## config.mk

```make
export PLATFORM = sky130hd
export DESIGN_NAME = wbs_ctrl
export DESIGN_NICKNAME = d
export VERILOG_FILES = /design/src/source/knn_geom_pkg.sv /design/src/source/wbs_map_pkg.sv /design/src/source/wbs_ctrl.sv
export SDC_FILE = /design/constraint.sdc
export NUM_CORES = 1
export LEC_CHECK = 0
export BUFFER_PORTS_ARGS = -buffer_cell sky130_fd_sc_hd__buf_2
export CAP_MARGIN = 20
export CORE_AREA = 5 5 320 322
export DETAILED_ROUTE_END_ITERATION = 10
export DIE_AREA = 0 0 325 327
export SLEW_MARGIN = 10
export SYNTH_ARGS = -nofsm -noshare
export SYNTH_HDL_FRONTEND = slang
export SYNTH_SLANG_ARGS = --single-unit
```

## constraint.sdc

```tcl
create_clock -name wb_clk_i -period 4.4 [get_ports wb_clk_i]
set_input_delay 0.88 -clock wb_clk_i [delete_from_list [all_inputs] [get_ports wb_clk_i]]
set_output_delay 0.88 -clock wb_clk_i [all_outputs]
set_load 0.02 [all_outputs]
```

## src/source/knn_geom_pkg.sv

```systemverilog
package knn_geom_pkg;

    // one pixel value
    localparam int DATA_WIDTH = 11;

    // values per patch, index excluded
    localparam int PATCH_SIZE = 5;

    // leaf memories in the bank, and entries per leaf
    localparam int LEAF_SIZE = 8;

    // position of a patch in the source image
    localparam int IDX_WIDTH = 9;

    // default depths: 26 x 19 query patches, 64 leaves
    localparam int NUM_QUERYS_DEF = 494;
    localparam int NUM_LEAVES_DEF = 64;

    // query patch, five packed values
    typedef logic [PATCH_SIZE*DATA_WIDTH-1:0] patch_t;

    // leaf entry, index on top of the patch
    typedef logic [PATCH_SIZE*DATA_WIDTH+IDX_WIDTH-1:0] leaf_word_t;

endpackage

```

## src/source/wbs_map_pkg.sv

```systemverilog
package wbs_map_pkg;

    // bus data and address
    typedef logic [31:0] wb_word_t;
    typedef logic [31:0] wb_addr_t;

    // region decode uses the top byte only
    localparam wb_addr_t WBS_ADDR_MASK  = 32'hFF00_0000;

    // control levels, full address match
    localparam wb_addr_t WBS_MODE_ADDR  = 32'h3000_0000;
    localparam wb_addr_t WBS_DEBUG_ADDR = 32'h3000_0001;

    // memory regions, bit 0 picks the half word
    localparam wb_addr_t WBS_QUERY_ADDR = 32'h3100_0000;
    localparam wb_addr_t WBS_LEAF_ADDR  = 32'h3200_0000;

    // controller states
    typedef enum logic [1:0] {
        idle,
        read_mem,
        reg_mem_read,
        ack
    } wbs_state_t;

endpackage

```

## src/source/wbs_ctrl.sv

```systemverilog
`timescale 1ns/1ps

module wbs_ctrl #(
    parameter int NUM_QUERYS = knn_geom_pkg::NUM_QUERYS_DEF,
    parameter int NUM_LEAVES = knn_geom_pkg::NUM_LEAVES_DEF
) (
    input  logic                                  wb_clk_i,
    input  logic                                  wb_rst_i,

    input  logic                                  wbs_cyc_i,
    input  logic                                  wbs_stb_i,
    input  logic                                  wbs_we_i,
    // byte selects are not supported, whole words only
    input  logic [3:0]                            wbs_sel_i,
    input  wbs_map_pkg::wb_addr_t                 wbs_adr_i,
    input  wbs_map_pkg::wb_word_t                 wbs_dat_i,
    output logic                                  wbs_ack_o,
    output wbs_map_pkg::wb_word_t                 wbs_dat_o,

    output logic                                  mode_o,
    output logic                                  debug_o,

    output logic                                  qp_cs_n_o,
    output logic                                  qp_we_n_o,
    output logic [$clog2(NUM_QUERYS)-1:0]         qp_addr_o,
    output knn_geom_pkg::patch_t                  qp_wdata_o,
    input  knn_geom_pkg::patch_t                  qp_rdata_i,

    output logic [knn_geom_pkg::LEAF_SIZE-1:0]    leaf_cs_n_o,
    output logic [knn_geom_pkg::LEAF_SIZE-1:0]    leaf_we_n_o,
    output logic [$clog2(NUM_LEAVES)-1:0]         leaf_addr_o,
    output knn_geom_pkg::leaf_word_t              leaf_wdata_o,
    input  knn_geom_pkg::leaf_word_t              leaf_rdata_i [knn_geom_pkg::LEAF_SIZE]
);
    import knn_geom_pkg::*;
    import wbs_map_pkg::*;

    localparam int WB_W    = $bits(wb_word_t);
    localparam int QP_AW   = $clog2(NUM_QUERYS);
    localparam int LEAF_AW = $clog2(NUM_LEAVES);
    localparam int LEAF_SW = $clog2(LEAF_SIZE);
    // query high half is narrower than a bus word
    localparam int QP_HI_W = $bits(patch_t) - WB_W;

    wbs_state_t state_q;
    wbs_state_t state_d;

    logic req_valid;
    logic req_en;
    logic we_q;
    wb_addr_t adr_q;
    wb_word_t dat_q;
    wb_word_t prev_dat_q;

    logic ack_d;
    logic rdata_en;
    wb_word_t rdata_d;
    logic ctrl_wr;

    logic is_query;
    logic is_leaf;
    logic [LEAF_SW-1:0] leaf_sel;
    leaf_word_t full_word;

    assign req_valid = wbs_cyc_i & wbs_stb_i;

    // region decode on the sampled address
    assign is_query = (adr_q & WBS_ADDR_MASK) == WBS_QUERY_ADDR;
    assign is_leaf  = (adr_q & WBS_ADDR_MASK) == WBS_LEAF_ADDR;
    assign leaf_sel = adr_q[LEAF_SW:1];

    // odd half on top, even half from the previous write below
    assign full_word = {dat_q, prev_dat_q};

    assign qp_addr_o    = adr_q[QP_AW:1];
    assign qp_wdata_o   = full_word[$bits(patch_t)-1:0];
    assign leaf_addr_o  = adr_q[LEAF_SW+1 +: LEAF_AW];
    assign leaf_wdata_o = full_word;

    always_ff @(posedge wb_clk_i or posedge wb_rst_i) begin
        if (wb_rst_i) begin
            state_q <= idle;
        end else begin
            state_q <= state_d;
        end
    end

    always_comb begin
        state_d     = state_q;
        req_en      = 1'b0;
        ack_d       = 1'b0;
        rdata_en    = 1'b0;
        qp_cs_n_o   = 1'b1;
        qp_we_n_o   = 1'b1;
        leaf_cs_n_o = '1;
        leaf_we_n_o = '1;

        case (state_q)
            idle: begin
                if (req_valid) begin
                    req_en = 1'b1;
                    if (wbs_we_i) begin
                        // writes are acked right away, commit follows
                        state_d = ack;
                        ack_d   = 1'b1;
                    end else begin
                        state_d = read_mem;
                    end
                end
            end

            read_mem: begin
                state_d = reg_mem_read;
                if (is_query) begin
                    qp_cs_n_o = 1'b0;
                end else if (is_leaf) begin
                    leaf_cs_n_o[leaf_sel] = 1'b0;
                end
            end

            reg_mem_read: begin
                state_d  = ack;
                ack_d    = 1'b1;
                rdata_en = 1'b1;
            end

            ack: begin
                state_d = idle;
                // only the odd half commits to memory
                if (we_q && adr_q[0]) begin
                    if (is_query) begin
                        qp_cs_n_o = 1'b0;
                        qp_we_n_o = 1'b0;
                    end else if (is_leaf) begin
                        leaf_cs_n_o[leaf_sel] = 1'b0;
                        leaf_we_n_o[leaf_sel] = 1'b0;
                    end
                end
            end

            default: begin
                state_d = idle;
            end
        endcase
    end

    // half word steering, anything unmapped reads 0
    always_comb begin
        rdata_d = '0;
        if (is_query) begin
            if (adr_q[0]) begin
                rdata_d = {{(WB_W-QP_HI_W){1'b0}}, qp_rdata_i[$bits(patch_t)-1:WB_W]};
            end else begin
                rdata_d = qp_rdata_i[WB_W-1:0];
            end
        end else if (is_leaf) begin
            if (adr_q[0]) begin
                rdata_d = leaf_rdata_i[leaf_sel][2*WB_W-1:WB_W];
            end else begin
                rdata_d = leaf_rdata_i[leaf_sel][WB_W-1:0];
            end
        end
    end

    // request sampling
    always_ff @(posedge wb_clk_i or posedge wb_rst_i) begin
        if (wb_rst_i) begin
            we_q  <= 1'b0;
            adr_q <= '0;
        end else if (req_en) begin
            we_q  <= wbs_we_i;
            adr_q <= wbs_adr_i;
        end
    end

    always_ff @(posedge wb_clk_i) begin
        if (req_en) begin
            dat_q <= wbs_dat_i;
        end
    end

    assign ctrl_wr = (state_q == ack) && we_q;

    // keeps the last written word for the next odd half
    always_ff @(posedge wb_clk_i) begin
        if (ctrl_wr) begin
            prev_dat_q <= dat_q;
        end
    end

    always_ff @(posedge wb_clk_i or posedge wb_rst_i) begin
        if (wb_rst_i) begin
            wbs_ack_o <= 1'b0;
            wbs_dat_o <= '0;
        end else begin
            wbs_ack_o <= ack_d;
            if (rdata_en) begin
                wbs_dat_o <= rdata_d;
            end
        end
    end

    // control levels, bit 0 of the data word
    always_ff @(posedge wb_clk_i or posedge wb_rst_i) begin
        if (wb_rst_i) begin
            mode_o  <= 1'b0;
            debug_o <= 1'b0;
        end else if (ctrl_wr) begin
            if (adr_q == WBS_MODE_ADDR) begin
                mode_o <= dat_q[0];
            end
            if (adr_q == WBS_DEBUG_ADDR) begin
                debug_o <= dat_q[0];
            end
        end
    end

endmodule

```

==> metrics, run 1 <==
core footprint 99300 um^2; # hold bufs at CTS 0; DR vias 12300; Reg clk slew, reported paths 0.06 ns; Sequential Power Share 0.219; most frequent cells in the layout buf_2, mux2i_1, mux2_2; cell internal pwr 4.54 mW; MaxCap Viol Count 0; vias per cell 3.98; layout cells sized above 1 0.589; share of the synthesized area in the top cell type 0.188; crit path buf inv count 2; CP peak stage delay 0.61 ns; area grow syn2layout 57.8%; dpl cells 2984; setup TNS 0 ns; Post-synth ARST share 0.522; post_cts resized 0; GRT Overall Usage 0.168; CTS HTree Levels 4; total CTS buffers 17; Mapped Cells 985; num rows 116; drt first pass iters 5; slew margin rel. 0.132; CP max stage cell or3b_2; Combinational Power Share 0.619; clk_skew 0.0243 ns; Routed Antenna Nets 0; area leader, netlist edfxtp_1; final instance area 16100 um^2; Final Critical Period 3.39 ns; DRC 0; DP Area 15300 um^2; vias in the first global route 12100; Fin. Hold Viols 0; type of the tightest min-delay check flip-flop to flip-flop; Net Switching 4.92 mW; Distinct cells, synth 56; #FFs+latches synth 134; outcome complete, no violations; CP Depth 7; Placer Congestion 0.941; global route overflow 0; Synth warnings 0; CTS tree built; clock power share 0.162; Crit path top cell by count nor2_1; Worst EP arrival 2.51 ns; synthesized area per cell 10.4 um^2; flip-flop and latch area 3690 um^2; clk buf depth 2; worst slew pin tran 1.29 ns; fillers 11200; first-pass GRT wire length 119000 um; Initial Utilization 0.103; Post-DP HPWL 82200 um; final number of max-transition violations 0; Root Driver clkbuf_16; Main synth FF type dfrtp_1; PD cells 587 nW/um^2; footprint of the multi-input gates 5530 um^2; initial DRC count 829; Worst Setup Start Kind flip-flop; largest net degree at the start of global routing 61; Sink Count 134; critical path endpoint category output pin; mapped cell area 10200 um^2; syn nets 1629; final worst path period share 0.771; most common cell after layout, fill and taps aside buf_2; worst-path cell chain nor2_1 > nand4_2 > or3b_2 > nor2_1 > buf_4 > nand2_1 > buf_2; Setup Fix Bufs, Post-CTS 0; routed wire length per instance 30.6 um; worst r2r path cells 7; Worst Path Class, Setup flip-flop to output pin; register area share after synthesis 0.360; Die Y 327 um; Peak VDD IR 0.000294 V; fin nets 2350; RSZ-0062 raised after global routing no; Leakage 7.25 nW; critical path data required time 3.52 ns; I/O Buffers 822; post-layout power 9.46 mW; Worst path top cell family by delay simple AND/OR/NAND/NOR gates; Final Routed Wirelength 94300 um; DIE AREA 106000 um^2; # IOs 827; initial antenna violation count 143; Post-synth EDFFs 64; Clk Latency, worst-skew pair 0.47 ns; Fmax 295 MHz; Sw Share 0.520; Hold Worst Slack 0.452 ns; Synth area leaders edfxtp_1, dfrtp_1, mux2i_1; hold path cells 0; worst-path fanout max 8; Die X 325 um; Layout Cells excl Fill 3079; final setup violating endpoints 0
[per-layer routing]
layer  GRT usage  part of all wire
met1       0.205              0.41
met2       0.259              0.43
met3      0.0925              0.13
met4      0.0423             0.025
met5           0            0.0070
[synthesized netlist by cell type, drive strengths merged, types with 13 or more instances]
library cell	n
a211oi	14
a21oi	43
a221o	14
a221oi	24
a22oi	50
buf	137
clkbuf	26
dfrtp	70
edfxtp	64
mux2	68
mux2i	118
mux4	26
nand2	64
nor2	51
o211ai	13
o21ai	45
o2bb2ai	14
o31ai	22
[worst paths after layout]
kind	from	end	slack (ns)
worst max register to register	adr_q[1]	wbs_dat_o[7]	1.36
worst max-delay path	adr_q[26]	leaf_we_n_o[7]	1.01
worst min-delay path	dat_q[28]	prev_dat_q[28]	0.45
max in group asynchronous	wb_rst_i	wbs_dat_o[12]	2.94
min in group asynchronous	wb_rst_i	adr_q[24]	0.49
worst min register to register	dat_q[28]	prev_dat_q[28]	0.45
[kinds of logic after synthesis]
logic type | synth area share
compound gates | 0.202
buf+inv | 0.103
flops | 0.360
mux | 0.248
simple gates | 0.0826
fa+ha+maj | 0.00490
[power groups by stage]
| stage | Clock, mW | Sequential, mW | Combinational, mW |
|---|---|---|---|
| 2_1_floorplan | 0 | 1.91 | 3.58 |
| 3_3_place_gp | 0 | 2.10 | 5.90 |
| 3_5_place_dp | 0 | 2.12 | 5.95 |
| 4_1_cts | 1.62 | 2.09 | 5.96 |
| 5_1_grt | 1.65 | 2.12 | 6.24 |
| 6_report | 1.53 | 2.08 | 5.85 |
[final cells by class]
| class | count | share of cell area |
|---|---|---|
| clock buffers | 17 | 0.0264 |
| diodes | 62 | 0.00963 |
| inverters | 5 | 0.00132 |
| repair buffers | 865 | 0.279 |
| multi-input cells | 683 | 0.343 |
| well taps | 1298 | 0.101 |
| clock inverters | 15 | 0.0108 |
| flip-flops and latches | 134 | 0.229 |
[flip-flops by register name, summed over array words and instances (netlist names)]
signal and flops:
adr_q 32, dat_q 32, debug_o 1, mode_o 1, prev_dat_q 32, state_q 2, wbs_ack_o 1, wbs_dat_o 32
we_q 1
[through the flow]
step / setup WS (ns) / utilization
after floorplan: 1.02 / -
after global placement: 1.34 / 0.155
after detailed placement: 1.33 / 0.155
after CTS: 0.931 / 0.161
after global routing: 0.829 / 0.161
final: 1.01 / 0.162
No activity file was read; power rests on OpenSTA's default activity.
==> run 2, diff against run 1 <==
clock period = 3 ns   (was 4.4 ns; I/O delays follow)
==> run 2 against run 1 <==
Wire length increased by 1.1%. Register-to-register slack got worse by 1.1 ns. Die area is the same. Sequential share of layout area is 0.77 points lower. Clock skew is 0.0049 ns higher. Setup slack got worse by 0.86 ns. Total power rose by 61%. Sequential cell count did not move. Cell count grew 1.0%. Core utilization increased by 0.56 points. Critical path depth unchanged.
==> metrics, run 2 (same netlist as run 1, synthesis figures left out) <==
outcome complete, no violations (unchanged); final worst path period share 0.949; largest net degree at the start of global routing 57 (was 61); GRT Overall Usage 0.170 (was 0.168); final number of max-transition violations 0 (unchanged); clk_skew 0.0292 ns (was 0.0243 ns); setup TNS 0 ns (unchanged); DR vias 12400 (was 12300); Worst Setup Start Kind flip-flop (unchanged); dpl cells 3044 (was 2984); Worst Path Class, Setup flip-flop to output pin (unchanged); Sink Count 134 (unchanged); num rows 116 (unchanged); Final Routed Wirelength 95300 um (was 94300 um); # IOs 827 (unchanged); initial DRC count 1263 (was 829); Worst EP arrival 2.25 ns (was 2.51 ns); critical path endpoint category output pin (unchanged); Post-DP HPWL 83200 um (was 82200 um); Root Driver clkbuf_16 (unchanged); global route overflow 0 (unchanged); core footprint 99300 um^2 (unchanged); DIE AREA 106000 um^2 (unchanged); Leakage 7.61 nW (was 7.25 nW); Reg-to-Reg End wbs_dat_o[17] (was wbs_dat_o[7]); Die X 325 um (unchanged); DRC 0 (unchanged); CTS HTree Levels 4 (unchanged); I/O Buffers 822 (unchanged); worst flop-to-flop path startpoint adr_q[3] (was adr_q[1]); clk buf depth 2 (unchanged); Layout Cells excl Fill 3111 (was 3079); worst r2r path cells 8 (was 7); Final Critical Period 2.85 ns; routed wire length per instance 30.6 um (about the same); layout cells sized above 1 0.605 (was 0.589); Routed Antenna Nets 0 (unchanged); most common cell after layout, fill and taps aside buf_2 (unchanged); post-layout power 15.2 mW (was 9.46 mW); first-pass GRT wire length 121000 um (was 119000 um); Clk Latency, worst-skew pair 0.48 ns (was 0.47 ns); r2r setup slk 0.30 ns (was 1.36 ns); Placer Congestion 0.912 (was 0.941); critical path data required time 2.40 ns (was 3.52 ns); CTS tree built (unchanged); fin util 0.168 (was 0.162); Reg clk slew, reported paths 0.10 ns (was 0.06 ns); Peak VDD IR 0.000415 V (was 0.000294 V); PD cells 912 nW/um^2 (was 587 nW/um^2); Die Y 327 um (unchanged); worst-path fanout max 8 (unchanged); vias per cell 4.00 (was 3.98); total CTS buffers 17 (unchanged); type of the tightest min-delay check input port to asynchronous set/reset pin (was flip-flop to flip-flop); RSZ-0062 raised after global routing no (unchanged); area grow syn2layout 63.3% (was 57.8%); final setup violating endpoints 0 (unchanged); Fin. Hold Viols 0 (unchanged); MaxCap Viol Count 0 (unchanged); drt first pass iters 5 (unchanged); fin nets 2412 (was 2350); initial antenna violation count 98 (was 143); vias in the first global route 12100 (about the same); Fmax 351 MHz; most frequent cells in the layout buf_2, mux2i_1, buf_4 (was buf_2, mux2i_1, mux2_2); worst slew pin tran 1.01 ns (was 1.29 ns); Initial Utilization 0.103 (unchanged); slew margin rel. 0.319 (was 0.132)
## run 2: cell types whose count changed in the layout (fill, tap and decap cells not counted), moves of 2 or more
| cell | change |
|---|---|
| buf_4 | +52 |
| diode_2 | -30 |
| buf_12 | +9 |
| bufinv_16 | +2 |
| clkinv_4 | -2 |
| inv_8 | -2 |
## run 2: worst max-delay path, stage by stage, from the launching register on
cell	delay [ns]
dfrtp_1	0.38
nor2_2	0.14
nand4_2	0.12
or3b_2	0.52
a21oi_1	0.13
buf_4	0.22
nand2_1	0.08
buf_2	0.18
## run 2: timing repair
action	in CTS	in global routing
endpoints found under the setup margin	16	2
hold buffers	0	0
gates resized for setup	1	0
setup buffers	2	1
endpoints found under the hold margin	0	0
pin swaps	1	0
## run 2: worst max path at each step
stage,slack (ns),depth (start not counted),end,from
after floorplan,0.19,6,adr_q[0],state_q[0]
after global placement,0.13,5,wbs_dat_o[13],adr_q[1]
after detailed placement,0.14,5,wbs_dat_o[13],adr_q[1]
after CTS,0.03,5,leaf_cs_n_o[3],adr_q[1]
after global routing,0.002,8,wbs_dat_o[17],adr_q[3]
final,0.15,7,leaf_cs_n_o[3],adr_q[30]
## run 2: through the flow
step / hold WS [ns] / setup slack [ns] / cell area (um^2)
detailed placement: 0.440 / 0.137 / 15900
CTS: 0.129 / 0.0300 / 16600
global placement: 0.430 / 0.128 / 15900
finish: 0.170 / 0.153 / 16700
global route: 0.188 / 0.00174 / 16600
floorplan: 0.473 / 0.187 / 10200
## run 2: metal layers
layer  vias to the layer above  track usage  part of all wire
li1                       5361            -                 -
met1                      6037        0.230              0.45
met2                       862        0.258              0.43
met3                       147       0.0688              0.10
met4                        40       0.0320             0.019
met5                         -            0            0.0028
## run 2: area by class of cell
type                            count  area [um^2]
Fill cell                       11300        82600
Clock inverter                     15          208
Antenna cell                       32         80.1
Multi-Input combinational cell    683         5530
Timing Repair Buffer              927         5100
Tap cell                         1298         1620
Sequential cell                   134         3690
Inverter                            5         21.3
Clock buffer                       17          425
## run 2: where the power goes
group	internal, mW	leakage (nW)	switching [mW]
Sequential	2.39	1.49	0.571
Combinational	3.76	5.82	6.02
Clock	1.35	0.306	1.11
==> run 3, diff against run 2 <==
==> constraint.sdc (replaced) <==
create_clock -name wb_clk_i -period 3 [get_ports wb_clk_i]
set_input_delay 0.15 -clock wb_clk_i [delete_from_list [all_inputs] [get_ports wb_clk_i]]
set_output_delay 0.15 -clock wb_clk_i [all_outputs]
set_load 0.02 [all_outputs]
==> run 3 against run 2 <==
Cell area rose by 2.8%. Clock power fell by 7%. Sequential cell count did not move. Clock skew fell by 0.0024 ns. Fmax rose by 0.25%. Total power fell by 6.3%. Die area did not move. Largest power group unchanged.
==> metrics, run 3 (same netlist as run 1, synthesis figures left out) <==
DRC 0 (unchanged); busiest grt layer met2 (unchanged); Final Critical Period 2.84 ns (was 2.85 ns); Worst Path Class, Setup flip-flop to flip-flop (was flip-flop to output pin); Routed Antenna Nets 0 (unchanged); r2r setup slk 0.16 ns (was 0.30 ns); layout cells sized above 1 0.569 (was 0.605); GRT Overall Usage 0.173 (was 0.170); total CTS buffers 17 (unchanged); Root Driver clkbuf_16 (unchanged); CTS tree built (unchanged); fin util 0.173 (was 0.168); core footprint 99300 um^2 (unchanged); Setup Fix Bufs, Post-CTS 0 (was 2); area grow syn2layout 67.9% (was 63.3%); CP max stage cell a21boi_0 (was or3b_2); slew margin rel. 0.328 (was 0.319); vias in the first global route 12700 (was 12100); drt first pass iters 5 (unchanged); worst-path fanout max 68 (was 8); RSZ-0062 raised after global routing no (unchanged); Worst Setup SP adr_q[2] (was adr_q[30]); vias per cell 3.98 (was 4.00); worst flop-to-flop path startpoint adr_q[2] (was adr_q[3]); fillers 11200 (was 11300); Worst EP arrival 3.16 ns (was 2.25 ns); Die Y 327 um (unchanged); MaxCap Viol Count 0 (unchanged); CTS HTree Levels 4 (unchanged); initial antenna violation count 143 (was 98); post_cts resized 0 (was 1); most frequent cells in the layout buf_2, mux2i_1, dlygate4sd3_1 (was buf_2, mux2i_1, buf_4); clk_skew 0.0268 ns (was 0.0292 ns); global route overflow 0 (unchanged); worst r2r path cells 7 (was 8); routed wire length per instance 30.4 um (was 30.6 um); final worst path period share 0.947 (was 0.949); Final Routed Wirelength 96900 um (was 95300 um); critical path data required time 3.32 ns (was 2.40 ns); I/O Buffers 822 (unchanged); critical path endpoint category flip-flop (was output pin); Die X 325 um (unchanged); Clk Latency, worst-skew pair 0.48 ns (about the same); post-layout power 14.2 mW (was 15.2 mW); PD cells 831 nW/um^2 (was 912 nW/um^2); Peak VDD IR 0.000564 V (was 0.000415 V); CP peak stage delay 0.58 ns (was 0.52 ns); Sink Count 134 (unchanged); Post-DP HPWL 83600 um (was 83200 um); worst setup path end wbs_dat_o[1] (was leaf_cs_n_o[3]); worst slew pin tran 0.997 ns (was 1.01 ns); setup TNS 0 ns (unchanged); most common cell after layout, fill and taps aside buf_2 (unchanged); Hold Worst Slack 0.0777 ns (was 0.170 ns); Fin. Hold Viols 0 (unchanged); met1 usage 0.217 (was 0.230); worst-path cell chain buf_4 > buf_12 > mux2_2 > a221oi_1 > a21boi_0 > buf_4 > o31ai_1 (was nor2_2 > nand4_2 > or3b_2 > a21oi_1 > buf_4 > nand2_1 > buf_2); DIE AREA 106000 um^2 (unchanged); M3 GR Usage 0.0881 (was 0.0688); clk buf depth 2 (unchanged); largest net degree at the start of global routing 69 (was 57); fin nets 2456 (was 2412); num rows 116 (unchanged); first-pass GRT wire length 123000 um (was 121000 um); final number of max-transition violations 0 (unchanged); Fmax 352 MHz (was 351 MHz); Reg-to-Reg End wbs_dat_o[1] (was wbs_dat_o[17]); # IOs 827 (unchanged); Worst Setup Start Kind flip-flop (unchanged); Initial Utilization 0.103 (unchanged); Crit path top cell by count buf_4; type of the tightest min-delay check input port to flip-flop (was input port to asynchronous set/reset pin); GR Util met2 0.268 (was 0.258); final setup violating endpoints 0 (unchanged); initial DRC count 1016 (was 1263); Reg clk slew, reported paths 0.09 ns (was 0.10 ns); Leakage 7.73 nW (was 7.61 nW); DR vias 12700 (was 12400); Placer Congestion 0.914 (was 0.912); outcome complete, no violations (unchanged)
[run 3: layout make-up]
type / count / area, um^2 / share of cell area
antenna: 62 / 155 / 0.00905
clock buffer: 17 / 425 / 0.0248
clock inverter: 15 / 163 / 0.00949
inverter: 5 / 21.3 / 0.00124
multi-input combinational: 683 / 5530 / 0.322
sequential: 134 / 3690 / 0.215
tap: 1298 / 1620 / 0.0947
timing repair buffer: 971 / 5540 / 0.323
[run 3: worst min-delay path by stage]
| stage | cells after the start | end | slack, ns | startpoint |
|---|---|---|---|---|
| 6_report | 5 | wbs_dat_o[7] | 0.08 | qp_rdata_i[39] |
| 5_1_grt | 5 | wbs_dat_o[7] | 0.06 | qp_rdata_i[7] |
| 4_1_cts | 5 | wbs_dat_o[7] | 0.02 | qp_rdata_i[39] |
| 3_5_place_dp | 1 | dat_q[21] | 0.33 | wbs_dat_i[21] |
| 3_3_place_gp | 1 | dat_q[7] | 0.33 | wbs_dat_i[7] |
| 2_1_floorplan | 0 | dat_q[0] | 0.25 | wbs_dat_i[0] |
[run 3: what timing repair did]
action | CTS | global route
hold buffers | 80 | 0
hold endpoints to repair | 137 | 0
endpoints found under the setup margin | 0 | 0
[run 3: stage by stage]
step,cells,area [um^2],setup WS (ns)
2_1_floorplan,985,10200,0.187
3_3_place_gp,3010,15600,0.290
3_5_place_dp,3010,15600,0.287
4_1_cts,3122,17000,0.191
5_1_grt,3138,17000,0.163
6_report,3185,17100,0.160
[run 3: critical path, delay by kind of cell (launching register included)]
family                 cells  cell delay [ns]
multiplexers               1             0.38
buffers and inverters      3             0.82
flip-flops                 1             0.48
AO/OA/AOI/OAI              3             0.93
[run 3: metal layers]
metal	share of wire	vias to the layer above
met1	0.42	6110
met5	0.0060	-
met4	0.018	88
li1	-	5489
met3	0.12	177
met2	0.44	827
[run 3: power by group]
part	total, mW	switching, mW	internal (mW)
logic	9.08	5.70	3.39
registers	2.87	0.479	2.39
clock network	2.30	1.11	1.18
